==> src/bp_pkg.sv <==
package bp_pkg;

    // sinogram sample width, unsigned
    localparam int DATA_W = 12;

    // filtered sample, signed
    // gain of the 2/-1/-1 kernel stays within 4x full scale
    localparam int FILT_W = 15;

    // pixel accumulator, signed
    localparam int ACC_W = 22;

    // angle index, table covers 8 angles in 22.5 degree steps
    localparam int ANGLE_W = 3;

    // trig values scaled by 2**TRIG_FRAC
    localparam int TRIG_FRAC = 6;
    localparam int TRIG_W = 8;

    // cos(k * 22.5 deg) * 64, rounded
    localparam logic signed [TRIG_W-1:0] COS_TABLE [0:7] = '{
        8'sd64,
        8'sd59,
        8'sd45,
        8'sd24,
        8'sd0,
        -8'sd24,
        -8'sd45,
        -8'sd59
    };

    // sin(k * 22.5 deg) * 64, rounded
    localparam logic signed [TRIG_W-1:0] SIN_TABLE [0:7] = '{
        8'sd0,
        8'sd24,
        8'sd45,
        8'sd59,
        8'sd64,
        8'sd59,
        8'sd45,
        8'sd24
    };

    // job phases
    // idle until start, load one line, project it, read image out, wait for start drop
    localparam logic [2:0] PH_IDLE = 3'd0;
    localparam logic [2:0] PH_LOAD = 3'd1;
    localparam logic [2:0] PH_PROJECT = 3'd2;
    localparam logic [2:0] PH_READOUT = 3'd3;
    localparam logic [2:0] PH_DONE = 3'd4;

endpackage

==> src/bp_angle_sequencer.sv <==
module bp_angle_sequencer #(
    parameter int NO_OF_PES = 8,
    parameter int S_COUNT = 16,
    parameter int NO_OF_ANGLES = 8
) (
    input logic clk,
    input logic rst,
    // host handshake
    input logic start_req,
    output logic start_ack,
    // sinogram RAM
    output logic sg_rd,
    output logic [$clog2(NO_OF_ANGLES*S_COUNT)-1:0] sg_addr,
    // to filter
    output logic smp_valid,
    output logic smp_first,
    output logic line_end,
    // to processing elements
    output logic proj_en,
    output logic [$clog2(NO_OF_PES)-1:0] col_x,
    output logic signed [bp_pkg::TRIG_W-1:0] cos_val,
    output logic signed [bp_pkg::TRIG_W-1:0] sin_val,
    output logic clear_acc,
    // to and from readout
    output logic rd_start,
    input logic rd_done
);

    localparam int SG_ADDR_W = $clog2(NO_OF_ANGLES*S_COUNT);
    localparam int COL_W = $clog2(NO_OF_PES);
    // sample counter also runs over the return and flush cycles
    localparam int S_CNT_W = $clog2(S_COUNT+2);
    // column counter includes the idle cycle after the last column
    localparam int COL_CNT_W = $clog2(NO_OF_PES+1);

    logic [2:0] phase;
    logic [bp_pkg::ANGLE_W-1:0] angle;
    logic [S_CNT_W-1:0] s_cnt;
    logic [COL_CNT_W-1:0] col_cnt;
    logic last_angle;

    assign last_angle = (angle == bp_pkg::ANGLE_W'(NO_OF_ANGLES-1));

    // read cycles are the first S_COUNT cycles of a load
    assign sg_rd = (phase == bp_pkg::PH_LOAD) && (s_cnt < S_CNT_W'(S_COUNT));
    // row-major sinogram, one line of S_COUNT samples per angle
    assign sg_addr = SG_ADDR_W'(angle * S_COUNT) + SG_ADDR_W'(s_cnt);

    assign proj_en = (phase == bp_pkg::PH_PROJECT) && (col_cnt < COL_CNT_W'(NO_OF_PES));
    assign col_x = col_cnt[COL_W-1:0];

    // geometry of the current angle
    assign cos_val = bp_pkg::COS_TABLE[angle];
    assign sin_val = bp_pkg::SIN_TABLE[angle];

    assign start_ack = (phase == bp_pkg::PH_DONE);

    always_ff @(posedge clk) begin
        if (rst) begin
            phase <= bp_pkg::PH_IDLE;
            angle <= '0;
            s_cnt <= '0;
            col_cnt <= '0;
            smp_valid <= 1'b0;
            smp_first <= 1'b0;
            line_end <= 1'b0;
            clear_acc <= 1'b0;
            rd_start <= 1'b0;
        end else begin
            // RAM data comes back one cycle after the read
            smp_valid <= sg_rd;
            smp_first <= sg_rd && (s_cnt == '0);
            // flush pulse right after the last sample
            line_end <= (phase == bp_pkg::PH_LOAD) && (s_cnt == S_CNT_W'(S_COUNT));
            clear_acc <= 1'b0;
            rd_start <= 1'b0;
            case (phase)
                bp_pkg::PH_IDLE: begin
                    if (start_req) begin
                        phase <= bp_pkg::PH_LOAD;
                        angle <= '0;
                        s_cnt <= '0;
                        clear_acc <= 1'b1;
                    end
                end
                bp_pkg::PH_LOAD: begin
                    if (s_cnt == S_CNT_W'(S_COUNT+1)) begin
                        phase <= bp_pkg::PH_PROJECT;
                        col_cnt <= '0;
                    end else begin
                        s_cnt <= s_cnt + 1'b1;
                    end
                end
                bp_pkg::PH_PROJECT: begin
                    // last count is the idle cycle that lets the final add land
                    if (col_cnt == COL_CNT_W'(NO_OF_PES)) begin
                        if (last_angle) begin
                            phase <= bp_pkg::PH_READOUT;
                            rd_start <= 1'b1;
                        end else begin
                            phase <= bp_pkg::PH_LOAD;
                            angle <= angle + 1'b1;
                            s_cnt <= '0;
                        end
                    end else begin
                        col_cnt <= col_cnt + 1'b1;
                    end
                end
                bp_pkg::PH_READOUT: begin
                    if (rd_done) begin
                        phase <= bp_pkg::PH_DONE;
                    end
                end
                bp_pkg::PH_DONE: begin
                    // ack held until the host drops its request
                    if (!start_req) begin
                        phase <= bp_pkg::PH_IDLE;
                    end
                end
                default: begin
                    phase <= bp_pkg::PH_IDLE;
                end
            endcase
        end
    end

endmodule

==> src/bp_filter.sv <==
module bp_filter #(
    parameter int S_COUNT = 16
) (
    input logic clk,
    input logic rst,
    input logic [bp_pkg::DATA_W-1:0] sg_val,
    input logic smp_valid,
    input logic smp_first,
    input logic line_end,
    output logic [S_COUNT*bp_pkg::FILT_W-1:0] line_buf
);

    localparam int FILT_W = bp_pkg::FILT_W;
    localparam int IDX_W = $clog2(S_COUNT);

    // sample history, v_cur is the sample being filtered
    logic [bp_pkg::DATA_W-1:0] v_cur;
    logic [bp_pkg::DATA_W-1:0] v_prev;
    logic [IDX_W-1:0] wr_idx;
    logic signed [FILT_W-1:0] buf_q [S_COUNT];

    logic signed [FILT_W-1:0] cur_ext;
    logic signed [FILT_W-1:0] prev_ext;
    logic signed [FILT_W-1:0] next_ext;
    logic signed [FILT_W-1:0] filt;
    logic wr_en;

    // zero extend the unsigned samples
    assign cur_ext = $signed(FILT_W'(v_cur));
    assign prev_ext = $signed(FILT_W'(v_prev));
    // right neighbour missing on the flush cycle
    assign next_ext = smp_valid ? $signed(FILT_W'(sg_val)) : '0;

    // 2*v[s] - v[s-1] - v[s+1]
    assign filt = (cur_ext <<< 1) - prev_ext - next_ext;

    // sample s is done once s+1 shows up, the last one on line_end
    assign wr_en = (smp_valid && !smp_first) || line_end;

    always_ff @(posedge clk) begin
        if (rst) begin
            wr_idx <= '0;
        end else if (smp_valid && smp_first) begin
            wr_idx <= '0;
        end else if (smp_valid) begin
            wr_idx <= wr_idx + 1'b1;
        end
    end

    always_ff @(posedge clk) begin
        if (smp_valid) begin
            // new line starts with an empty left neighbour
            v_prev <= smp_first ? '0 : v_cur;
            v_cur <= sg_val;
        end
        if (wr_en) begin
            buf_q[wr_idx] <= filt;
        end
    end

    // flatten for the PE row
    always_comb begin
        for (int i = 0; i < S_COUNT; i++) begin
            line_buf[i*FILT_W +: FILT_W] = buf_q[i];
        end
    end

endmodule

==> src/bp_processing_element.sv <==
module bp_processing_element #(
    parameter int NO_OF_PES = 8,
    parameter int S_COUNT = 16,
    parameter int ROW = 0
) (
    input logic clk,
    input logic rst,
    input logic clear_acc,
    input logic proj_en,
    input logic [$clog2(NO_OF_PES)-1:0] col_x,
    input logic signed [bp_pkg::TRIG_W-1:0] cos_val,
    input logic signed [bp_pkg::TRIG_W-1:0] sin_val,
    input logic [S_COUNT*bp_pkg::FILT_W-1:0] line_buf,
    input logic [$clog2(NO_OF_PES)-1:0] rd_x,
    output logic signed [bp_pkg::ACC_W-1:0] row_val
);

    localparam int COL_W = $clog2(NO_OF_PES);
    localparam int IDX_W = $clog2(S_COUNT);
    localparam int FILT_W = bp_pkg::FILT_W;
    localparam int ACC_W = bp_pkg::ACC_W;
    // offsets are COL_W+2 bits signed
    localparam int OFS_W = COL_W + 2;
    localparam int SUM_W = OFS_W + bp_pkg::TRIG_W + 2;
    // row offset from image centre, fixed per element
    localparam logic signed [OFS_W-1:0] DY = OFS_W'(ROW - NO_OF_PES/2);

    logic signed [OFS_W-1:0] dx;
    logic signed [SUM_W-1:0] proj;
    logic signed [SUM_W-1:0] s_full;
    logic in_range;

    // stage 1 result
    logic [IDX_W-1:0] idx_q;
    logic [COL_W-1:0] col_q;
    logic hit_q;

    logic signed [FILT_W-1:0] smp;
    logic signed [ACC_W-1:0] acc [NO_OF_PES];

    // column offset from image centre
    assign dx = $signed({2'b00, col_x}) - OFS_W'(NO_OF_PES/2);

    // t = dx*cos + dy*sin, scaled by 2**TRIG_FRAC
    assign proj = SUM_W'(dx) * SUM_W'(cos_val) + SUM_W'(DY) * SUM_W'(sin_val);

    // floor shift, then centre on the detector
    assign s_full = (proj >>> bp_pkg::TRIG_FRAC) + SUM_W'(S_COUNT/2);

    // rays that miss the detector add nothing
    assign in_range = !s_full[SUM_W-1] && (s_full < SUM_W'(S_COUNT));

    always_ff @(posedge clk) begin
        if (rst) begin
            hit_q <= 1'b0;
        end else begin
            hit_q <= proj_en && in_range;
        end
    end

    always_ff @(posedge clk) begin
        idx_q <= s_full[IDX_W-1:0];
        col_q <= col_x;
    end

    // stage 2, pick the filtered sample
    assign smp = $signed(line_buf[idx_q*FILT_W +: FILT_W]);

    always_ff @(posedge clk) begin
        if (clear_acc) begin
            for (int i = 0; i < NO_OF_PES; i++) begin
                acc[i] <= '0;
            end
        end else if (hit_q) begin
            acc[col_q] <= acc[col_q] + ACC_W'(smp);
        end
    end

    // readout port, one pixel of this row
    assign row_val = acc[rd_x];

endmodule

==> src/bp_image_readout.sv <==
module bp_image_readout #(
    parameter int NO_OF_PES = 8
) (
    input logic clk,
    input logic rst,
    input logic rd_start,
    input logic [NO_OF_PES*bp_pkg::ACC_W-1:0] rows_flat,
    input logic ir_ack,
    output logic [$clog2(NO_OF_PES)-1:0] rd_x,
    output logic rd_done,
    // image RAM four-phase handshake
    output logic ir_req,
    output logic [$clog2(NO_OF_PES*NO_OF_PES)-1:0] ir_addr,
    output logic signed [bp_pkg::ACC_W-1:0] ir_val
);

    localparam int ACC_W = bp_pkg::ACC_W;
    localparam int COL_W = $clog2(NO_OF_PES);
    localparam int ADDR_W = $clog2(NO_OF_PES*NO_OF_PES);

    logic [2:0] phase;
    logic [COL_W-1:0] x_cnt;
    logic [COL_W-1:0] y_cnt;
    // ack seen, waiting for it to go low
    logic wait_low;
    logic last_x;
    logic last_pix;
    logic [ACC_W-1:0] sel_val;

    assign last_x = (x_cnt == COL_W'(NO_OF_PES-1));
    assign last_pix = last_x && (y_cnt == COL_W'(NO_OF_PES-1));

    // PEs return the column asked for, this picks the row
    assign rd_x = x_cnt;
    assign sel_val = rows_flat[y_cnt*ACC_W +: ACC_W];

    always_ff @(posedge clk) begin
        if (rst) begin
            phase <= bp_pkg::PH_IDLE;
            x_cnt <= '0;
            y_cnt <= '0;
            ir_req <= 1'b0;
            wait_low <= 1'b0;
            rd_done <= 1'b0;
        end else begin
            rd_done <= 1'b0;
            case (phase)
                bp_pkg::PH_IDLE: begin
                    if (rd_start) begin
                        phase <= bp_pkg::PH_READOUT;
                        x_cnt <= '0;
                        y_cnt <= '0;
                    end
                end
                bp_pkg::PH_READOUT: begin
                    if (!ir_req && !wait_low) begin
                        // present pixel, registered so it holds while stalled
                        ir_req <= 1'b1;
                        ir_addr <= ADDR_W'(y_cnt * NO_OF_PES) + ADDR_W'(x_cnt);
                        ir_val <= $signed(sel_val);
                    end else if (ir_req && ir_ack) begin
                        ir_req <= 1'b0;
                        wait_low <= 1'b1;
                    end else if (wait_low && !ir_ack) begin
                        wait_low <= 1'b0;
                        if (last_pix) begin
                            phase <= bp_pkg::PH_IDLE;
                            rd_done <= 1'b1;
                        end else if (last_x) begin
                            x_cnt <= '0;
                            y_cnt <= y_cnt + 1'b1;
                        end else begin
                            x_cnt <= x_cnt + 1'b1;
                        end
                    end
                end
                default: begin
                    phase <= bp_pkg::PH_IDLE;
                end
            endcase
        end
    end

endmodule

==> src/bp_top.sv <==
module bp_top #(
    parameter int NO_OF_PES = 8,
    parameter int S_COUNT = 16,
    parameter int NO_OF_ANGLES = 8
) (
    input logic clk,
    input logic rst,
    // host
    input logic start_req,
    output logic start_ack,
    // sinogram RAM
    input logic [bp_pkg::DATA_W-1:0] sg_val,
    output logic sg_rd,
    output logic [$clog2(NO_OF_ANGLES*S_COUNT)-1:0] sg_addr,
    // image RAM
    input logic ir_ack,
    output logic ir_req,
    output logic [$clog2(NO_OF_PES*NO_OF_PES)-1:0] ir_addr,
    output logic signed [bp_pkg::ACC_W-1:0] ir_val
);

    localparam int COL_W = $clog2(NO_OF_PES);
    localparam int ACC_W = bp_pkg::ACC_W;

    // sequencer to filter
    logic smp_valid;
    logic smp_first;
    logic line_end;
    logic [S_COUNT*bp_pkg::FILT_W-1:0] line_buf;

    // sequencer broadcast to the PE row
    logic proj_en;
    logic [COL_W-1:0] col_x;
    logic signed [bp_pkg::TRIG_W-1:0] cos_val;
    logic signed [bp_pkg::TRIG_W-1:0] sin_val;
    logic clear_acc;

    // readout side
    logic rd_start;
    logic rd_done;
    logic [COL_W-1:0] rd_x;
    logic [NO_OF_PES*ACC_W-1:0] rows_flat;

    // decode, job and angle stepping
    bp_angle_sequencer #(
        .NO_OF_PES(NO_OF_PES),
        .S_COUNT(S_COUNT),
        .NO_OF_ANGLES(NO_OF_ANGLES)
    ) i_sequencer (
        .clk(clk),
        .rst(rst),
        .start_req(start_req),
        .start_ack(start_ack),
        .sg_rd(sg_rd),
        .sg_addr(sg_addr),
        .smp_valid(smp_valid),
        .smp_first(smp_first),
        .line_end(line_end),
        .proj_en(proj_en),
        .col_x(col_x),
        .cos_val(cos_val),
        .sin_val(sin_val),
        .clear_acc(clear_acc),
        .rd_start(rd_start),
        .rd_done(rd_done)
    );

    // ramp filter into the line buffer
    bp_filter #(
        .S_COUNT(S_COUNT)
    ) i_filter (
        .clk(clk),
        .rst(rst),
        .sg_val(sg_val),
        .smp_valid(smp_valid),
        .smp_first(smp_first),
        .line_end(line_end),
        .line_buf(line_buf)
    );

    // execute, one element per image row
    for (genvar r = 0; r < NO_OF_PES; r++) begin : g_pe
        bp_processing_element #(
            .NO_OF_PES(NO_OF_PES),
            .S_COUNT(S_COUNT),
            .ROW(r)
        ) i_pe (
            .clk(clk),
            .rst(rst),
            .clear_acc(clear_acc),
            .proj_en(proj_en),
            .col_x(col_x),
            .cos_val(cos_val),
            .sin_val(sin_val),
            .line_buf(line_buf),
            .rd_x(rd_x),
            .row_val(rows_flat[r*ACC_W +: ACC_W])
        );
    end

    // result, pixels out to the image RAM
    bp_image_readout #(
        .NO_OF_PES(NO_OF_PES)
    ) i_readout (
        .clk(clk),
        .rst(rst),
        .rd_start(rd_start),
        .rows_flat(rows_flat),
        .ir_ack(ir_ack),
        .rd_x(rd_x),
        .rd_done(rd_done),
        .ir_req(ir_req),
        .ir_addr(ir_addr),
        .ir_val(ir_val)
    );

endmodule

==> config.mk <==
export PLATFORM = sky130hd
export DESIGN_NAME = bp_top
export DESIGN_NICKNAME = d
export VERILOG_FILES = /design/src/bp_pkg.sv /design/src/bp_angle_sequencer.sv /design/src/bp_filter.sv /design/src/bp_processing_element.sv /design/src/bp_image_readout.sv /design/src/bp_top.sv
export SDC_FILE = /design/constraint.sdc
export NUM_CORES = 2
export LEC_CHECK = 0
export BUFFER_PORTS_ARGS = -buffer_cell sky130_fd_sc_hd__buf_2
export CAP_MARGIN = 20
export CORE_MARGIN = 2
export CORE_UTILIZATION = 44
export CTS_BUF_LIST = sky130_fd_sc_hd__clkbuf_16
export DETAILED_ROUTE_END_ITERATION = 6
export HOLD_SLACK_MARGIN = 0.1
export RECOVER_POWER = 25
export SYNTH_ARGS = -nofsm -noshare
export SYNTH_HDL_FRONTEND = slang
export SYNTH_SLANG_ARGS = --single-unit
==> constraint.sdc <==
create_clock -name clk -period 14.25 [get_ports clk]
set_clock_uncertainty 0.1 [all_clocks]
set_input_delay 0.7125 -clock clk [delete_from_list [all_inputs] [get_ports clk]]
set_output_delay 0.7125 -clock clk [all_outputs]
set_load 0.005 [all_outputs]
== Yosys cells after proc, flatten, opt, wreduce, memory -nomap -nowiden ==
Memories as Yosys holds them, arrays and structs flattened. A register that Yosys moved wholly into a read port is not among the register bits.
Cells that the tools add are included.

* $add $sub $neg: 37
* Multipliers: 12
* Magnitude comparators: 11
* Equal/unequal tests: 26
* Shifts and indexed selects: 9
* Mux-type cells: 118
* Bitwise gates (word level): 8
* Reductions and logical operators: 70

{| class="wikitable"
|+ Operators by type and width
! operator !! count
|-
| indexed part select 240 x 9 -> 15 bit || 8
|-
| adder 22 x 15 -> 22 bit || 8
|-
| 2-to-1 mux 22 bit || 8
|-
| OR reduction 22 bit || 8
|-
| indexed part select 176 x 9 -> 22 bit || 1
|-
| 2-to-1 mux 3 bit || 48
|-
| less-than comparator 15 x 6 -> 1 bit (second input constant) || 8
|-
| adder 9 x 5 -> 10 bit (second input constant) || 7
|-
| multiplier 4 x 4 -> 8 bit (second input constant) || 8
|-
| adder 12 x 15 -> 15 bit || 3
|-
| 2-to-1 mux 1 bit || 43
|-
| 2-to-1 mux 8 bit || 4
|-
| adder 12 x 11 -> 13 bit || 2
|-
| logical AND 1 bit || 26
|-
| case mux 3 bit (2 select lines) || 4
|-
| multiplier 3 x 8 -> 11 bit (first input constant) || 2
|-
| != test 2 bit (second input constant) || 11
|-
| 2-to-1 mux 5 bit || 4
|-
| negator 8 -> 15 bit || 1
|-
| case mux 3 bit (5 select lines) || 1
|-
| case mux 5 bit (3 select lines) || 1
|-
| AND reduction 5 bit || 3
|-
| subtractor 15 bit || 1
|-
| negator 8 -> 14 bit || 1
|-
| 42 further kinds || 80
|}

* Bits in registers: 131
* Memory bits (writable): 1,648
* Bits in read-only memories: 128
* Input bits: 16
* Output and inout port bits: 38
* Logic and storage cells: 339
* Memories kept: 11

{| class="wikitable"
|+ Memory list
! name !! depth !! bits a word !! rd ports !! clocked after memory_dff !! wr ports !! RTL line !! text
|-
| i_filter.buf_q || 16 || 15 || 16 || 0 || 1 || bp_filter.sv:20 || <nowiki>logic signed [FILT_W-1:0] buf_q [S_COUNT];</nowiki>
|-
| g_pe[0].i_pe.acc || 8 || 22 || 2 || 2 || 8 || bp_processing_element.sv:39 || <nowiki>logic signed [ACC_W-1:0] acc [NO_OF_PES];</nowiki>
|-
| g_pe[1].i_pe.acc || 8 || 22 || 2 || 2 || 8 || bp_processing_element.sv:39 ||
|-
| g_pe[2].i_pe.acc || 8 || 22 || 2 || 2 || 8 || bp_processing_element.sv:39 ||
|-
| g_pe[3].i_pe.acc || 8 || 22 || 2 || 2 || 8 || bp_processing_element.sv:39 ||
|-
| g_pe[4].i_pe.acc || 8 || 22 || 2 || 2 || 8 || bp_processing_element.sv:39 ||
|-
| 5 more memories || n/a || n/a || n/a || n/a || n/a || n/a ||
|}

== Logic depth before layout (Yosys ltp) ==
* Word-level depth: 10
* Mapped depth: 30
* Depth with buffers taken out: 30

== Hierarchy ==
Synthesis repeated with hierarchy kept, for this count alone.

* Cells, all modules: 9,492
* Area total of the unflattened synthesis: 119,887.5 um2

{| class="wikitable"
|+ Modules (own cells, without submodules)
! module !! instances !! cells an instance !! area an instance (um2) !! sequential area each (um2)
|-
| bp_processing_element at g_pe[3].i_pe || 1 || 1,157 || 13,785.7 || 5,445.2
|-
| bp_processing_element at g_pe[0].i_pe || 1 || 1,148 || 13,720.7 || 5,445.2
|-
| bp_processing_element at g_pe[1].i_pe || 1 || 1,123 || 13,698.1 || 5,445.2
|-
| bp_processing_element at g_pe[7].i_pe || 1 || 1,125 || 13,533.0 || 5,445.2
|-
| bp_processing_element at g_pe[2].i_pe || 1 || 1,061 || 13,143.9 || 5,445.2
|-
| bp_processing_element at g_pe[5].i_pe || 1 || 1,049 || 12,937.4 || 5,445.2
|-
| bp_processing_element at g_pe[6].i_pe || 1 || 1,018 || 12,749.7 || 5,445.2
|-
| bp_processing_element at g_pe[4].i_pe || 1 || 987 || 12,610.8 || 5,445.2
|-
| bp_filter || 1 || 506 || 9,582.9 || 8,007.7
|-
| bp_image_readout || 1 || 159 || 2,810.2 || 1,041.0
|-
| bp_angle_sequencer || 1 || 159 || 1,315.0 || 400.4
|}

== Worst setup path after synthesis ==
No wires, ideal clock.

* Path type: register to register
* Start: register i_sequencer.angle[0] (netlist bit)
* End: register g_pe[1].i_pe.hit_q
* Setup time: 0.078 ns
* Arrival: 7.106 ns
* Required time: 14.072 ns
* Slack: 6.966 ns
* Stages on the path, launching flop included: 29
* Buffers on the path: 1
* Period minus slack after synthesis: 7.284 ns
* Cell sequence: dfxtp_1 > inv_1 > ha_1 > clkbuf_1 > inv_1 > o21ai_0 > nand2_1 > fa_1 > fa_1 > fa_1 > inv_1 > ha_1 > fa_1 > xor2_1 > inv_1 > fa_1 > inv_1 > ha_1 > ha_1 > nor3_1 > nor2_1 > a31oi_1 > o21bai_1 > xor2_1 > ha_1 > nor2b_1 > or2_2 > a211o_1 > nor3_1

* Cells in the longest elaborated chain, start to end: 10
* Elaborated cells on any way between the ends: 15
* Those cells by class: add/sub: 2; mul: 2; order compare: 1; mux: 4; bitwise: 1; reduce/logical: 3; memory: 2

{| class="wikitable"
|+ Ends and longest elaborated chain
! element !! RTL line !! text
|-
| start: declaration || bp_angle_sequencer.sv:37 || <nowiki>logic [bp_pkg::ANGLE_W-1:0] angle;</nowiki>
|-
| start signal: assignment || bp_angle_sequencer.sv:102 || <nowiki>angle <= angle + 1'b1;</nowiki>
|-
| NOT 3 -> 4 bit (not written as such) * || bp_angle_sequencer.sv:53, bp_angle_sequencer.sv:54 ||
|-
| memory (8 x 8 bit), on equally long branches || n/a ||
|-
| 2-to-1 mux 8 bit, on equally long branches (2 in series) || bp_angle_sequencer.sv:53, bp_angle_sequencer.sv:54 ||
|-
| multiplier 4 x 8 -> 12 bit / multiplier 3 x 8 -> 11 bit (equally long branches) || bp_processing_element.sv:45 || <nowiki>assign proj = SUM_W'(dx) * SUM_W'(cos_val) + SUM_W'(DY) * SUM_W'(sin_val);</nowiki>
|-
| adder 12 x 11 -> 13 bit * || bp_processing_element.sv:45 ||
|-
| adder 9 x 5 -> 10 bit * || bp_processing_element.sv:48 || <nowiki>assign s_full = (proj >>> bp_pkg::TRIG_FRAC) + SUM_W'(S_COUNT/2);</nowiki>
|-
| less-than comparator 15 x 6 -> 1 bit / logical NOT 1 bit (equally long branches) || bp_processing_element.sv:51 || <nowiki>assign in_range = !s_full[SUM_W-1] && (s_full < SUM_W'(S_COUNT));</nowiki>
|-
| logical AND 1 bit * || bp_processing_element.sv:51 ||
|-
| logical AND 1 bit * || bp_processing_element.sv:57 || <nowiki>hit_q <= proj_en && in_range;</nowiki>
|-
| end signal: assignment || bp_processing_element.sv:57 ||
|-
| end: declaration || bp_processing_element.sv:36 || <nowiki>logic hit_q;</nowiki>
|}

Every way passes the cells marked *; elsewhere a longest branch is shown, timed or not. The select of a mux whose other input is x is not followed.
A chain may end at the register's enable or synchronous reset.

==> run_results.csv <==
group,metric,value,unit
logic_synthesis,synth_area_leaders,"edfxtp_1, mux4_2, nor2_1, a22oi_1, ha_1",
drt,wirelength,377000,um
worst_setup_path,slowest_delay,2.79,ns
logic_synthesis,syn_inst,7820,
logic_synthesis,synth_edf_count,1700,
logic_synthesis,syn-num-nets,8182,
logic_synthesis,synth-simple-area-share,0.0997,
global_route,gr-total-overflow,0,
hold_path,holdPathEnd,"i_sequencer.col_cnt[1]$_SDFFE_PP0P_",
pwr,switching_power,10.8,mW
pwr,peakVddDrop,0.187,mV
timing,fin_crit_sh,0.634,
run,drv_cap,44,
worst_setup_path,r2r-end,"g_pe[4].i_pe.acc[7][21]$_SDFFCE_PN0P_",
logic_synthesis,yosys.area.top_type,"edfxtp_1",
logic_synthesis,synth_cell_type_count,94,
logic_synthesis,synth_top_area_frac,0.484,
worst_setup_path,required,14.43,ns
clocking,htree_levels,4,
floorplan,die-area,244000,um^2
logic_synthesis,netlist_area,106000,um^2
clocking,cts_setup_buffers,0,
timing,fin_setup_tns,0,ns
cells_and_area,stdcell_count,11000,
hold_path,min_path_type,"primary input to flip-flop",
global_route,groute.usage.overall,0.305,
cells_and_area,syn_to_final_growth,9.74,%
logic_synthesis,synth_compound_area_frac,0.0826,
cells_and_area,layout_common_cells,"edfxtp_1, nor2_1, mux4_2, a22oi_1, ha_1",
clocking,cts_root_buffer,"clkbuf_16",
drt,vias,76100,
drt,vias_per_cell,6.89,
drt,firstDrtPassIters,6,
cells_and_area,multi_input_area,50100,um^2
timing,rsz0062_at_grt,"no",
timing,slew_headroom,-1.56,
clocking,clock-sinks,1780,
hold_path,holdPathStages,2,
worst_setup_path,cpMaxStageDelayCell,"clkbuf_1",
hold_path,min_from,"rst",
outcome,violations,"max-capacitance violations, max-slew violations",
worst_setup_path,crit_path_start_kind,"flip-flop",
floorplan,die_height,494,um
placement,port-buffer-count,53,
pwr,clockPowerShare,0.209,
timing,setup_viol,0,
worst_setup_path,cp_common_cell,"clkbuf_1",
cells_and_area,stdcell_area,116000,um^2
logic_synthesis,ys_seq_area_frac,0.499,
clocking,path_clk_slew,0.06,ns
timing,worst_pin_slew,3.83,ns
logic_synthesis,synth_top_family_by_area,"multiplexers",
logic_synthesis,async_flop_share,0,
pwr,power,24.4,mW
logic_synthesis,avgSynthCellArea,13.5,um^2
logic_synthesis,synth_adder_area_share,0.0436,
cells_and_area,nFillCells,20500,
timing,fin_crit,9.04,ns
pwr,internal_power,13.7,mW
pwr,p_leak,38.5,nW
floorplan,fp-row-count,179,
pwr,swShare,0.440,
worst_setup_path,cp_max_fo,53,
logic_synthesis,ys_ff_latch,1780,
global_route,grt_max_degree,135,
floorplan,coreArea,238000,um^2
placement,postPlaceCellArea,110000,um^2
cells_and_area,fin_nets,8066,
floorplan,dieWidth,494,um
drt,drc,0,
floorplan,initial_utilization,0.443,
drt,wl_per_cell,34.1,um
cells_and_area,layout-drive-gt1-share,0.207,
worst_setup_path,timing.critical_path.cells,"clkbuf_1, clkbuf_1, nor2b_1, nand2_1, clkbuf_1, nand2b_1, clkbuf_1",
global_route,antenna_found_initial,30,
cells_and_area,regArea,52700,um^2
placement,gp_congestion,0.919,
global_route,grt_pass1_vias,75000,
pwr,seqPwrFrac,0.289,
clocking,cts_tree,"done",
pwr,pwr-share-comb,0.501,
logic_synthesis,ys.flop_type,"edfxtp_1",
drt,drt_iter0_markers,11500,
clocking,ctsHoldBuffers,14,
cells_and_area,mostFrequentLayoutCell,"edfxtp_1",
global_route,grt_pass1_wl,538000,um
timing,finalMaxSlewViolations,940,
placement,dp.cells,10700,
worst_setup_path,crit_path_start,"i_sequencer.clear_acc$_SDFF_PP0_",
clocking,clock_latency,0.93,ns
worst_setup_path,worst_setup_path_end_kind,"flip-flop",
clocking,clk_path_buf_depth,3,
pwr,power_density,211,nW/um^2
worst_setup_path,r2r_cells,7,
floorplan,io_pins,54,
worst_setup_path,worst_ep_arrival_time,9.22,ns
placement,hpwlAfterDp,239000,um
logic_synthesis,synth_mux_area_frac,0.228,
outcome,status,"finished with violations",
clocking,cts_made_buffers,195,
timing,hold_violations,0,
clocking,cts_resized,0,
worst_setup_path,path_class,"flip-flop to flip-flop",
drt,drtAntennaViolNets,0,
timing,fmax,0.111,GHz
logic_synthesis,yosysWarningCount,0,
logic_synthesis,synthXorXnorAreaFrac,0.0207,
worst_setup_path,r2r_start,"i_sequencer.clear_acc$_SDFF_PP0_",
worst_setup_path,regToRegSetupSlack,5.21,ns
kinds of logic (layout without fill, tap and decap cells):
| family | count (synthesis) | count (layout) |
|---|---|---|
| flops | 1780 | 1780 |
| fa+ha+maj | 347 | 347 |
| other cells | 0 | 11 |
| compound gates | 1238 | 1238 |
| mux | 1073 | 1073 |
| simple gates | 2380 | 2380 |
| xor+xnor | 249 | 249 |
| buf+inv | 753 | 799 |
worst max path at each step:
stage / endpoint / slack [ns] / cells past startpoint
2_1_floorplan: g_pe[1].i_pe.hit_q$_SDFF_PP0_ / 6.97 / 28
3_3_place_gp: g_pe[1].i_pe.hit_q$_SDFF_PP0_ / 6.10 / 27
3_5_place_dp: g_pe[1].i_pe.hit_q$_SDFF_PP0_ / 5.94 / 27
4_1_cts: g_pe[1].i_pe.hit_q$_SDFF_PP0_ / 5.90 / 27
5_1_grt: g_pe[4].i_pe.acc[7][21]$_SDFFCE_PN0P_ / 5.23 / 7
6_report: g_pe[4].i_pe.acc[7][21]$_SDFFCE_PN0P_ / 5.21 / 7
final cells by class:
class,count,area share
well taps,3167,0.0342
clock inverters,163,0.0129
multi-input cells,5287,0.433
flip-flops and latches,1780,0.455
clock buffers,196,0.0423
diodes,11,0.000238
repair buffers,291,0.0176
inverters,149,0.00487
flip-flops by register name, summed over array words and instances (netlist names), 3 cells and up, named ones only:
name                 flops
g_pe.i_pe.acc         1408
i_filter.buf_q         240
g_pe.i_pe.idx_q         32
i_readout.ir_val        22
i_filter.v_cur          12
i_filter.v_prev         12
g_pe.i_pe.hit_q          8
i_readout.ir_addr        6
i_sequencer.s_cnt        5
i_filter.wr_idx          4
i_sequencer.col_cnt      4
g_pe.i_pe.col_q          3
i_readout.rd_x           3
i_readout.y_cnt          3
i_sequencer.angle        3
i_sequencer.phase        3
layer usage:
layer | global-route usage | vias up | share of wire | wire (um)
met5 | 0 | - | 0.00053 | 198
li1 | - | 30800 | - | -
met2 | 0.454 | 5757 | 0.44 | 166000
met1 | 0.401 | 38400 | 0.36 | 134000
met3 | 0.0964 | 1080 | 0.14 | 53700
met4 | 0.162 | 30 | 0.060 | 22800
synth_stat cells (7+ instances only):
library cell	count
edfxtp_1	1700
nor2_1	1543
mux4_2	1062
a22oi_1	675
clkbuf_1	465
ha_1	311
nand2_1	195
nand4_1	174
a21oi_1	173
inv_1	146
xnor2_1	136
buf_1	125
nand2b_1	116
xor2_1	113
and3_1	83
dfxtp_1	80
o21ai_0	76
a21o_1	67
nor2b_1	63
nor3_1	58
nand3_1	52
fa_1	35
o22ai_1	35
o21ai_1	30
o21a_1	29
a31oi_1	18
o21bai_1	18
o211ai_1	16
or3_1	16
and2_1	13
nor4_1	13
or2_2	12
buf_2	10
a211oi_1	9
a41o_1	9
a211o_1	8
a21boi_1	8
and4_1	8
mux2i_1	8
o31ai_1	7
power by group through the flow:
stage	Clock (mW)	Sequential, mW	Combinational, mW
2_1_floorplan	0	6.80	8.51
3_3_place_gp	0	7.13	11.8
3_5_place_dp	0	7.15	12.0
4_1_cts	5.14	7.05	12.0
5_1_grt	5.32	7.13	13.1
6_report	5.11	7.07	12.2
critical path, delay by kind of cell (launching register included):
family | cells | cell delay [ns]
flip-flops | 1 | 0.32
buffers and inverters | 4 | 6.57
AND/OR/NAND/NOR | 3 | 1.33
through the flow:
step / hold slack (ns) / utilization / setup WS, ns
after floorplan: 0.254 / - / 6.97
after global placement: 0.356 / 0.460 / 6.10
after detailed placement: 0.361 / 0.460 / 5.94
after CTS: 0.127 / 0.487 / 5.90
after global routing: 0.168 / 0.486 / 5.23
final: 0.156 / 0.486 / 5.21
Note: power is estimated with default switching activity, not from simulation.
